==> config.mk <==
export PLATFORM = sky130hd
export DESIGN_NAME = umi2tl_np
export DESIGN_NICKNAME = d
export VERILOG_FILES = /design/src/hw/umi_tl_pkg.sv /design/src/hw/tl_source_table.sv /design/src/hw/umi_req_to_tl_a.sv /design/src/hw/tl_d_to_umi_resp.sv /design/src/hw/umi2tl_np.sv
export SDC_FILE = /design/constraint.sdc
export NUM_CORES = 2
export LEC_CHECK = 0
export BUFFER_PORTS_ARGS = -buffer_cell sky130_fd_sc_hd__buf_2
export CORE_ASPECT_RATIO = 0.5
export CORE_MARGIN = 3
export CORE_UTILIZATION = 40
export DETAILED_ROUTE_END_ITERATION = 10
export PLACE_DENSITY = 0.54
export SETUP_SLACK_MARGIN = 0.4
export SLEW_MARGIN = 20
export SYNTH_ARGS = -nofsm -noshare
export SYNTH_HDL_FRONTEND = slang
export SYNTH_SLANG_ARGS = --single-unit
==> constraint.sdc <==
create_clock -name clk -period 14 [get_ports clk]
set_input_delay 2.1 -clock clk [delete_from_list [all_inputs] [get_ports clk]]
set_output_delay 2.1 -clock clk [all_outputs]
set_load 0.02 [all_outputs]
==> src/hw/umi_tl_pkg.sv <==
`default_nettype none

package umi_tl_pkg;

    // Widths
    localparam int cw      = 32;
    localparam int aw      = 64;
    localparam int dw      = 64;
    localparam int tl_aw   = 56;
    localparam int src_w   = 4;
    localparam int num_src = 1 << src_w;
    localparam int mask_w  = 8;

    // UMI command fields
    localparam int opcode_lsb = 0;
    localparam int opcode_msb = 4;
    localparam int size_lsb   = 5;
    localparam int size_msb   = 7;
    localparam int len_lsb    = 8;
    localparam int len_msb    = 15;
    localparam int err_lsb    = 24;
    localparam int err_msb    = 25;

    // UMI error codes
    localparam logic [1:0] umi_err_ok  = 2'd0;
    localparam logic [1:0] umi_err_slv = 2'd2;

    typedef enum logic [4:0] {
        req_read   = 5'd1,
        resp_read  = 5'd2,
        req_write  = 5'd3,
        resp_write = 5'd4,
        req_posted = 5'd5
    } umi_opcode_e;

    typedef enum logic [2:0] {
        put_full    = 3'd0,
        put_partial = 3'd1,
        get         = 3'd4
    } tl_a_opcode_e;

    typedef enum logic [2:0] {
        access_ack      = 3'd0,
        access_ack_data = 3'd1
    } tl_d_opcode_e;

    typedef struct packed {
        logic [cw-1:0] cmd;
        logic [aw-1:0] dstaddr;
        logic [aw-1:0] srcaddr;
        logic [dw-1:0] data;
    } umi_req_t;

    typedef struct packed {
        logic [cw-1:0] cmd;
        logic [aw-1:0] dstaddr;
        logic [aw-1:0] srcaddr;
        logic [dw-1:0] data;
    } umi_resp_t;

    typedef struct packed {
        tl_a_opcode_e        opcode;
        logic [2:0]          param;
        logic [2:0]          size;
        logic [src_w-1:0]    source;
        logic [tl_aw-1:0]    address;
        logic [mask_w-1:0]   mask;
        logic [dw-1:0]       data;
        logic                corrupt;
    } tl_a_t;

    typedef struct packed {
        tl_d_opcode_e        opcode;
        logic [1:0]          param;
        logic [2:0]          size;
        logic [src_w-1:0]    source;
        logic                sink;
        logic                denied;
        logic [dw-1:0]       data;
        logic                corrupt;
    } tl_d_t;

    // Per source ID state kept while a request is outstanding
    typedef struct packed {
        logic                posted;
        logic                is_read;
        logic [2:0]          byte_off;
        logic [2:0]          size;
        logic [aw-1:0]       dstaddr;
        logic [aw-1:0]       srcaddr;
    } src_entry_t;

endpackage

`default_nettype wire

==> src/hw/tl_source_table.sv <==
`default_nettype none

module tl_source_table (
    input  wire logic                       clk,
    input  wire logic                       arst_n,

    output logic                            table_free,
    output logic [umi_tl_pkg::src_w-1:0]    alloc_id,

    input  wire logic                       alloc_valid,
    input  wire umi_tl_pkg::src_entry_t     alloc_entry,

    input  wire logic                       free_valid,
    input  wire logic [umi_tl_pkg::src_w-1:0] free_id,

    output umi_tl_pkg::src_entry_t          lookup_entry
);

    import umi_tl_pkg::*;

    logic [num_src-1:0] busy;
    logic [num_src-1:0] busy_next;
    logic               next_free;
    logic [src_w-1:0]   next_id;

    logic               offer_ok;
    logic [src_w-1:0]   offer_id;

    src_entry_t         entries [num_src];

    // Busy state after this cycle's allocate and free
    always_comb begin
        busy_next = busy;
        if (free_valid) begin
            busy_next[free_id] = 1'b0;
        end
        if (alloc_valid) begin
            busy_next[alloc_id] = 1'b1;
        end
    end

    // Lowest free ID wins
    always_comb begin
        next_free = 1'b0;
        next_id   = '0;
        for (int i = num_src - 1; i >= 0; i--) begin
            if (!busy_next[i]) begin
                next_free = 1'b1;
                next_id   = src_w'(i);
            end
        end
    end

    always_ff @(posedge clk or negedge arst_n) begin
        if (!arst_n) begin
            busy <= '0;
        end else begin
            busy <= busy_next;
        end
    end

    // Offered ID only moves once it is taken or while the table is full,
    // so a stalled A beat keeps its source
    always_ff @(posedge clk or negedge arst_n) begin
        if (!arst_n) begin
            offer_ok <= 1'b1;
            offer_id <= '0;
        end else if (alloc_valid || !offer_ok) begin
            offer_ok <= next_free;
            offer_id <= next_id;
        end
    end

    always_ff @(posedge clk) begin
        if (alloc_valid) begin
            entries[alloc_id] <= alloc_entry;
        end
    end

    assign table_free   = offer_ok;
    assign alloc_id     = offer_id;

    // Read in the same cycle as the D beat
    assign lookup_entry = entries[free_id];

endmodule

`default_nettype wire

==> src/hw/umi_req_to_tl_a.sv <==
`default_nettype none

module umi_req_to_tl_a (
    input  wire umi_tl_pkg::umi_req_t           umi_req,
    input  wire logic                           umi_req_valid,
    output logic                                umi_req_ready,

    output umi_tl_pkg::tl_a_t                   tl_a,
    output logic                                tl_a_valid,
    input  wire logic                           tl_a_ready,

    input  wire logic                           table_free,
    input  wire logic [umi_tl_pkg::src_w-1:0]   alloc_id,
    output logic                                alloc_valid,
    output umi_tl_pkg::src_entry_t              alloc_entry
);

    import umi_tl_pkg::*;

    umi_opcode_e        req_op;
    logic [2:0]         req_size;
    logic [2:0]         byte_off;
    logic               is_read;
    logic               is_posted;
    logic [mask_w-1:0]  base_mask;

    // Command decode
    always_comb begin
        req_op    = umi_opcode_e'(umi_req.cmd[opcode_msb:opcode_lsb]);
        req_size  = umi_req.cmd[size_msb:size_lsb];
        byte_off  = umi_req.dstaddr[2:0];
        is_read   = (req_op == req_read);
        is_posted = (req_op == req_posted);
    end

    // 2**size bytes starting at lane 0
    always_comb begin
        case (req_size)
            3'd0:    base_mask = 8'h01;
            3'd1:    base_mask = 8'h03;
            3'd2:    base_mask = 8'h0f;
            default: base_mask = 8'hff;
        endcase
    end

    always_comb begin
        tl_a         = '0;
        tl_a.param   = 3'd0;
        tl_a.corrupt = 1'b0;
        tl_a.size    = req_size;
        tl_a.source  = alloc_id;
        tl_a.address = umi_req.dstaddr[tl_aw-1:0];
        tl_a.mask    = base_mask << byte_off;
        if (is_read) begin
            tl_a.opcode = get;
            tl_a.data   = '0;
        end else begin
            tl_a.opcode = (req_size == 3'd3) ? put_full : put_partial;
            // Move write bytes onto their lanes
            tl_a.data   = umi_req.data << {byte_off, 3'b000};
        end
    end

    always_comb begin
        alloc_entry          = '0;
        alloc_entry.posted   = is_posted;
        alloc_entry.is_read  = is_read;
        alloc_entry.byte_off = byte_off;
        alloc_entry.size     = req_size;
        alloc_entry.dstaddr  = umi_req.dstaddr;
        alloc_entry.srcaddr  = umi_req.srcaddr;
    end

    // Pass-through handshake held off when no ID is free
    assign tl_a_valid    = umi_req_valid & table_free;
    assign umi_req_ready = tl_a_ready & table_free;
    assign alloc_valid   = tl_a_valid & tl_a_ready;

endmodule

`default_nettype wire

==> src/hw/tl_d_to_umi_resp.sv <==
`default_nettype none

module tl_d_to_umi_resp (
    input  wire logic                           clk,
    input  wire logic                           arst_n,

    input  wire umi_tl_pkg::tl_d_t              tl_d,
    input  wire logic                           tl_d_valid,
    output logic                                tl_d_ready,

    output logic                                free_valid,
    output logic [umi_tl_pkg::src_w-1:0]        free_id,
    input  wire umi_tl_pkg::src_entry_t         lookup_entry,

    output umi_tl_pkg::umi_resp_t               umi_resp,
    output logic                                umi_resp_valid,
    input  wire logic                           umi_resp_ready
);

    import umi_tl_pkg::*;

    logic           d_fire;
    logic           load;
    logic [dw-1:0]  shifted;
    logic [dw-1:0]  keep;
    umi_resp_t      resp_d;
    umi_resp_t      resp_q;
    logic           resp_valid_q;

    assign tl_d_ready = !resp_valid_q || umi_resp_ready;
    assign d_fire     = tl_d_valid && tl_d_ready;
    assign free_valid = d_fire;
    assign free_id    = tl_d.source;

    // Acks for posted writes free the ID and go no further
    assign load       = d_fire && !lookup_entry.posted;

    always_comb begin
        shifted = tl_d.data >> {lookup_entry.byte_off, 3'b000};
        case (lookup_entry.size)
            3'd0:    keep = 64'h0000_0000_0000_00ff;
            3'd1:    keep = 64'h0000_0000_0000_ffff;
            3'd2:    keep = 64'h0000_0000_ffff_ffff;
            default: keep = '1;
        endcase
    end

    always_comb begin
        resp_d = '0;
        resp_d.cmd[opcode_msb:opcode_lsb] = lookup_entry.is_read ? resp_read : resp_write;
        resp_d.cmd[size_msb:size_lsb]     = lookup_entry.size;
        resp_d.cmd[err_msb:err_lsb]       = (tl_d.denied || tl_d.corrupt) ?
                                            umi_err_slv : umi_err_ok;
        // Response goes back to the requester
        resp_d.dstaddr = lookup_entry.srcaddr;
        resp_d.srcaddr = lookup_entry.dstaddr;
        resp_d.data    = lookup_entry.is_read ? (shifted & keep) : '0;
    end

    always_ff @(posedge clk or negedge arst_n) begin
        if (!arst_n) begin
            resp_valid_q <= 1'b0;
        end else if (load) begin
            resp_valid_q <= 1'b1;
        end else if (umi_resp_ready) begin
            resp_valid_q <= 1'b0;
        end
    end

    always_ff @(posedge clk) begin
        if (load) begin
            resp_q <= resp_d;
        end
    end

    assign umi_resp       = resp_q;
    assign umi_resp_valid = resp_valid_q;

endmodule

`default_nettype wire

==> src/hw/umi2tl_np.sv <==
`default_nettype none

module umi2tl_np (
    input  wire logic                   clk,
    input  wire logic                   arst_n,

    // UMI device side
    input  wire umi_tl_pkg::umi_req_t   umi_req,
    input  wire logic                   umi_req_valid,
    output logic                        umi_req_ready,

    output umi_tl_pkg::umi_resp_t       umi_resp,
    output logic                        umi_resp_valid,
    input  wire logic                   umi_resp_ready,

    // TileLink master side
    output umi_tl_pkg::tl_a_t           tl_a,
    output logic                        tl_a_valid,
    input  wire logic                   tl_a_ready,

    input  wire umi_tl_pkg::tl_d_t      tl_d,
    input  wire logic                   tl_d_valid,
    output logic                        tl_d_ready
);

    import umi_tl_pkg::*;

    logic               table_free;
    logic [src_w-1:0]   alloc_id;
    logic               alloc_valid;
    src_entry_t         alloc_entry;
    logic               free_valid;
    logic [src_w-1:0]   free_id;
    src_entry_t         lookup_entry;

    tl_source_table u_table (
        .clk            (clk),
        .arst_n         (arst_n),
        .table_free     (table_free),
        .alloc_id       (alloc_id),
        .alloc_valid    (alloc_valid),
        .alloc_entry    (alloc_entry),
        .free_valid     (free_valid),
        .free_id        (free_id),
        .lookup_entry   (lookup_entry)
    );

    umi_req_to_tl_a u_req (
        .umi_req        (umi_req),
        .umi_req_valid  (umi_req_valid),
        .umi_req_ready  (umi_req_ready),
        .tl_a           (tl_a),
        .tl_a_valid     (tl_a_valid),
        .tl_a_ready     (tl_a_ready),
        .table_free     (table_free),
        .alloc_id       (alloc_id),
        .alloc_valid    (alloc_valid),
        .alloc_entry    (alloc_entry)
    );

    tl_d_to_umi_resp u_resp (
        .clk            (clk),
        .arst_n         (arst_n),
        .tl_d           (tl_d),
        .tl_d_valid     (tl_d_valid),
        .tl_d_ready     (tl_d_ready),
        .free_valid     (free_valid),
        .free_id        (free_id),
        .lookup_entry   (lookup_entry),
        .umi_resp       (umi_resp),
        .umi_resp_valid (umi_resp_valid),
        .umi_resp_ready (umi_resp_ready)
    );

endmodule

`default_nettype wire

Yosys cells after proc, flatten, opt, wreduce, memory -nomap -nowiden
Memories as Yosys holds them, arrays and structs flattened.
Index checks and enable logic that the tools add are counted.
- $lt $le $gt $ge: 4
- eq/ne operators: 7
- shift-type cells: 3
- multiplexer cells: 49
- bitwise operators: 7
- reduce and logical (&&, ||, !) cells: 13
- operators with widths (kind ; count):
    64-bit one-hot mux with 3 select lines ; 1
    64-bit bitwise AND ; 1
    4-bit 2-to-1 mux ; 16
    64-bit 2-to-1 mux ; 1
    64-bit by 6-bit left shift with 64-bit output ; 1
    64-bit by 6-bit >> shifter with 64-bit output ; 1
    16-bit 2-to-1 mux ; 2
    8-bit one-hot mux with 3 select lines ; 1
    1-bit 2-to-1 mux ; 23
    16-bit bitwise AND ; 1
    16-bit inverter ; 1
    16-bit OR ; 1
    4-bit by 5-bit less-than comparator with 1-bit output, second input constant ; 2
    3-bit by 2-bit equality test with 1-bit output, second input constant ; 3
    1-bit demux with 4-bit select ; 2
    4-bit by 1-bit greater-or-equal comparator with 1-bit output, second input constant ; 2
    8-bit by 3-bit left shift with 8-bit output ; 1
    3-bit by 1-bit equality test with 1-bit output, second input constant ; 2
    3-bit zero test ; 2
    3-bit 2-to-1 mux ; 2
    5-bit by 1-bit equality test with 1-bit output, second input constant ; 1
    5-bit by 3-bit equality test with 1-bit output, second input constant ; 1
    1-bit logical AND ; 4
    1-bit bitwise AND ; 3
    other kinds (4) ; 8
- register bits after elaboration: 224
- memory bits (writable): 2176
- output and inout bits: 370
- word-level logic and storage cells: 92
- memories kept: 1
- memories (memory ; words ; width ; read ports ; clocked after memory_dff ; wr ports ; RTL line ; text):
    u_table.entries ; 16 ; 136 ; 1 ; 0 ; 1 ; tl_source_table.sv:29 ; src_entry_t entries [num_src];

Longest topological paths before layout
- word-level depth: 25
- depth in mapped cells: 12
- mapped depth without buffers: 8

By module
From an unflattened synthesis, not the netlist that was laid out.
- cells, all modules: 4146
- area, all modules: 94580.7 um^2
- modules (own cells, without submodules) (module ; instances ; cells each ; area an instance (um^2) ; sequential area each (um^2)):
    tl_source_table ; 1 ; 3168 ; 82875.7 ; 65869.4
    tl_d_to_umi_resp ; 1 ; 536 ; 8245.4 ; 5970.7
    umi_req_to_tl_a ; 1 ; 442 ; 3459.6 ; 0.0

Worst setup path after synthesis
No wires, ideal clock.
- path kind: input to register
- from: input tl_a_ready
- to: register u_table.offer_id[2] (netlist: u_table.alloc_id[2])
- library setup time: 0.122 ns
- data arrival time: 13.194 ns
- data required time: 13.878 ns
- slack: 0.685 ns
- stages: 6
- path through: nand4_1 nor3_1 a21oi_1 a221oi_1 o211ai_1 a32o_1
- longest elaborated chain between the ends: 18
- RTL lines (item ; RTL line ; text):
    start, declared ; umi2tl_np.sv:19 ; input wire logic tl_a_ready,
    1-bit bitwise AND * ; umi_req_to_tl_a.sv:77 ; assign alloc_valid = tl_a_valid & tl_a_ready;
    16-bit 2-to-1 mux ; tl_source_table.sv:37 ; if (alloc_valid) begin
    4-bit 2-to-1 mux (16 in series) ; tl_source_table.sv:47 ; if (!busy_next[i]) begin
    end signal, assigned ; tl_source_table.sv:70 ; offer_id <= next_id;
    end, declared ; tl_source_table.sv:27 ; logic [src_w-1:0] offer_id;
Mark *: on every way between the ends. The rest lies on a longest branch, timed or not.
A chain may end at the register's enable or synchronous reset.

==> reports/metrics.cfg <==
[power_and_ir_drop]
clockPowerShare_pct = 37.5
switching_share_pct = 22.8
pwr-share-comb_pct = 8.5
power-per-cell-area_nw_per_um2 = 142
seq_power_share_pct = 54.0
p_leak_nw = 33.8
intPower_mw = 11.5
switchingPower_mw = 3.42
vdd_drop_max_uv = 104

[global_route]
grt_pass1_wl_um = 344000
grt_usage_pct = 20.0
grt_pass1_vias = 46036
grt.overflow.total = 0
grt_antenna_before_repair = 40
grt_max_degree = 149

[layout]
stdcell_count = 7946
layout_commonest_cell = edfxtp_1
area_growth_pct = 14.0
layout-drive-gt1-share_pct = 34.9
final_cell_mix = edfxtp_1 (2326), mux4_2 (655), buf_2 (609)
stdcell_area_um2 = 105000
final_nets = 5018

[floorplanning]
die_w_um = 685
die_h_um = 345
rows = 123
initial_core_util_pct = 40.6
ios = 679
core_um2 = 227000
dieArea_um2 = 236000

[sta]
worst_pin_slew_ns = 1.18
hold_slack_ns = 0.523
rsz0062_at_grt = false
fin_setup_tns_ns = 0
final.period_utilization_pct = 49.5
slew_headroom_pct = 21.3
finalSetupViolations = 0
setup_slack_ns = 7.06
fmax_mhz = 144
finalHoldViolCount = 0
final_period_minus_worst_setup_slack_ns = 6.94
slew_viol_final = 0
skew_ns = 0.0739

[clock_tree]
cts_buffers = 215
cts_max_level = 4
clk_pin_slew_ns = 0.06
cts_setup_buffers = 0
cts_sinks = 2348
clock-root-buffer = clkbuf_16
holdBufCountCts = 0
cts_resized = 0
clk_latency_ns = 0.86
cts_max_path_buffers = 4
cts_tree = done

[logic_synthesis]
synth_cell_type_count = 69
synth_flop_cell = edfxtp_1
async_flop_share_pct = 0.937
synth-edff-count = 2326
ys_warn_count = 0
syn_inst = 4096
netlist.area_leader.share_pct = 75.8
syn_area_um2 = 92100
yosys.area.top_type = edfxtp_1
syn_avg_cell_area_um2 = 22.5
seq_area_frac_synth_pct = 76.4
yosys-top-cells-area = edfxtp_1 (76%), mux4_2 (16%), mux2i_1 (0.91%)
ys_ff_latch = 2348

[detailed_routing]
first_pass_iters = 5
wl_per_cell_um = 30.3
vias_per_cell = 5.65
vias = 44916
drcViolationCount = 0
antenna_left = 0
drt-initial-drc-count = 3827
routed_wl_um = 241000

[min_path]
hold_class = reg2reg

[place]
dp_slack_ns = 6.03
gp_congestion = 0.875
place_hpwl_um = 127000
io_buffers = 614
placed_area_um2 = 98400
placed_cells = 7553

[worst_setup_path]
critPathMaxFanout = 55
cp.arrival_ns = 4.84
crit_type = in2out
regToRegSetupSlack_ns = 9.59
end_kind = output pin
start_kind = input port
required_ns = 11.90

[job]
drv_cap = 0

[outcome]
outcome = completed

## cell families (layout without fill, tap and decap cells)
group	count (synthesis)	count (layout)	synth area share, %
buffers and inverters	349	1093	1.89
AND/OR/NAND/NOR	317	317	1.78
multiplexers	769	769	17.5
flip-flops	2348	2348	76.4
other	1	45	0.00407
AO/OA/AOI/OAI	312	312	2.38
## layout make-up
cell class,count,area (um2)
repair buffers,690,3830
flip-flops and latches,2348,70400
inverters,25,154
clock inverters,120,881
multi-input cells,1429,20200
clock buffers,258,5670
diodes,14,35.0
well taps,3062,3830
fillers,18922,122000
## critical path: stages
cell     delay [ns]
buf_4          0.25
buf_4          0.42
nor2_1         0.65
nand2_1        0.15
nor2_1         0.71
a22o_1         0.29
buf_2          0.21
## state kept, by name, indices dropped and copies added, names as in the netlist
register and cells:
u_table.alloc_id 4, u_resp.umi_resp_valid 1, u_resp.umi_resp 198, u_table.entries 2128, u_table.table_free 1, u_table.busy 16
## power by group through the flow
stage / combinational (mW) / clock (mW) / sequential [mW]
2_1_floorplan: 0.705 / 0 / 8.31
3_3_place_gp: 1.28 / 0 / 8.23
3_5_place_dp: 1.29 / 0 / 8.24
4_1_cts: 1.29 / 5.75 / 8.09
5_1_grt: 1.36 / 6.03 / 8.10
6_report: 1.27 / 5.61 / 8.08
## stage by stage
step / power [mW] / utilization, %
3_5_place_dp: 9.53 / 43.4
3_3_place_gp: 9.50 / 43.4
4_1_cts: 15.1 / 46.3
2_1_floorplan: 9.01 / -
6_report: 15.0 / 46.3
5_1_grt: 15.5 / 46.3
## cells in the mapped netlist, types with 3 or more instances
cell       instances
a211o_1            9
a211oi_1           9
a21o_1            27
a21oi_1           42
a221oi_1           3
a22o_1            11
a22oi_1           23
a31oi_1           13
a32oi_1           16
a41oi_2            8
and2_1            33
and3_1            17
and4_1             4
buf_1             45
buf_2             34
buf_4             92
clkbuf_1         149
dfrtp_1           21
edfxtp_1        2326
inv_1             23
mux2_2            16
mux2i_1           84
mux4_1            13
mux4_2           655
nand2_1           54
nand2b_1          10
nand3_1           55
nand4_1           13
nor2_1            71
nor2b_1           32
nor3_1             6
o211ai_1          35
o21ai_0           76
o22a_1             9
o2bb2ai_1          8
o41ai_1            4
or2_2              3
or3_1              4
or4b_2             3
## routing by layer
metal | GRT usage [%] | vias to the layer above | part of all wire, %
met5 | 0 | - | 0.011
met4 | 3.91 | 4 | 1.9
met3 | 2.84 | 322 | 5.1
met2 | 33.5 | 1417 | 50
met1 | 28.2 | 24603 | 43
li1 | - | 18570 | -
## path summary, 6_finish.rpt
kind                                         start                    to  cells after the start
min                               u_table.busy[14]      u_table.busy[14]                      2
max in group asynchronous                   arst_n       u_table.busy[1]                      1
min in group asynchronous                   arst_n   u_table.alloc_id[2]                      1
max                                   umi_req[128]              tl_a[40]                      7
max reg2reg                u_table.entries[3][135]  u_resp.umi_resp[175]                      5
min reg2reg                       u_table.busy[14]      u_table.busy[14]                      2
Note: power is estimated with default switching activity, not from simulation.
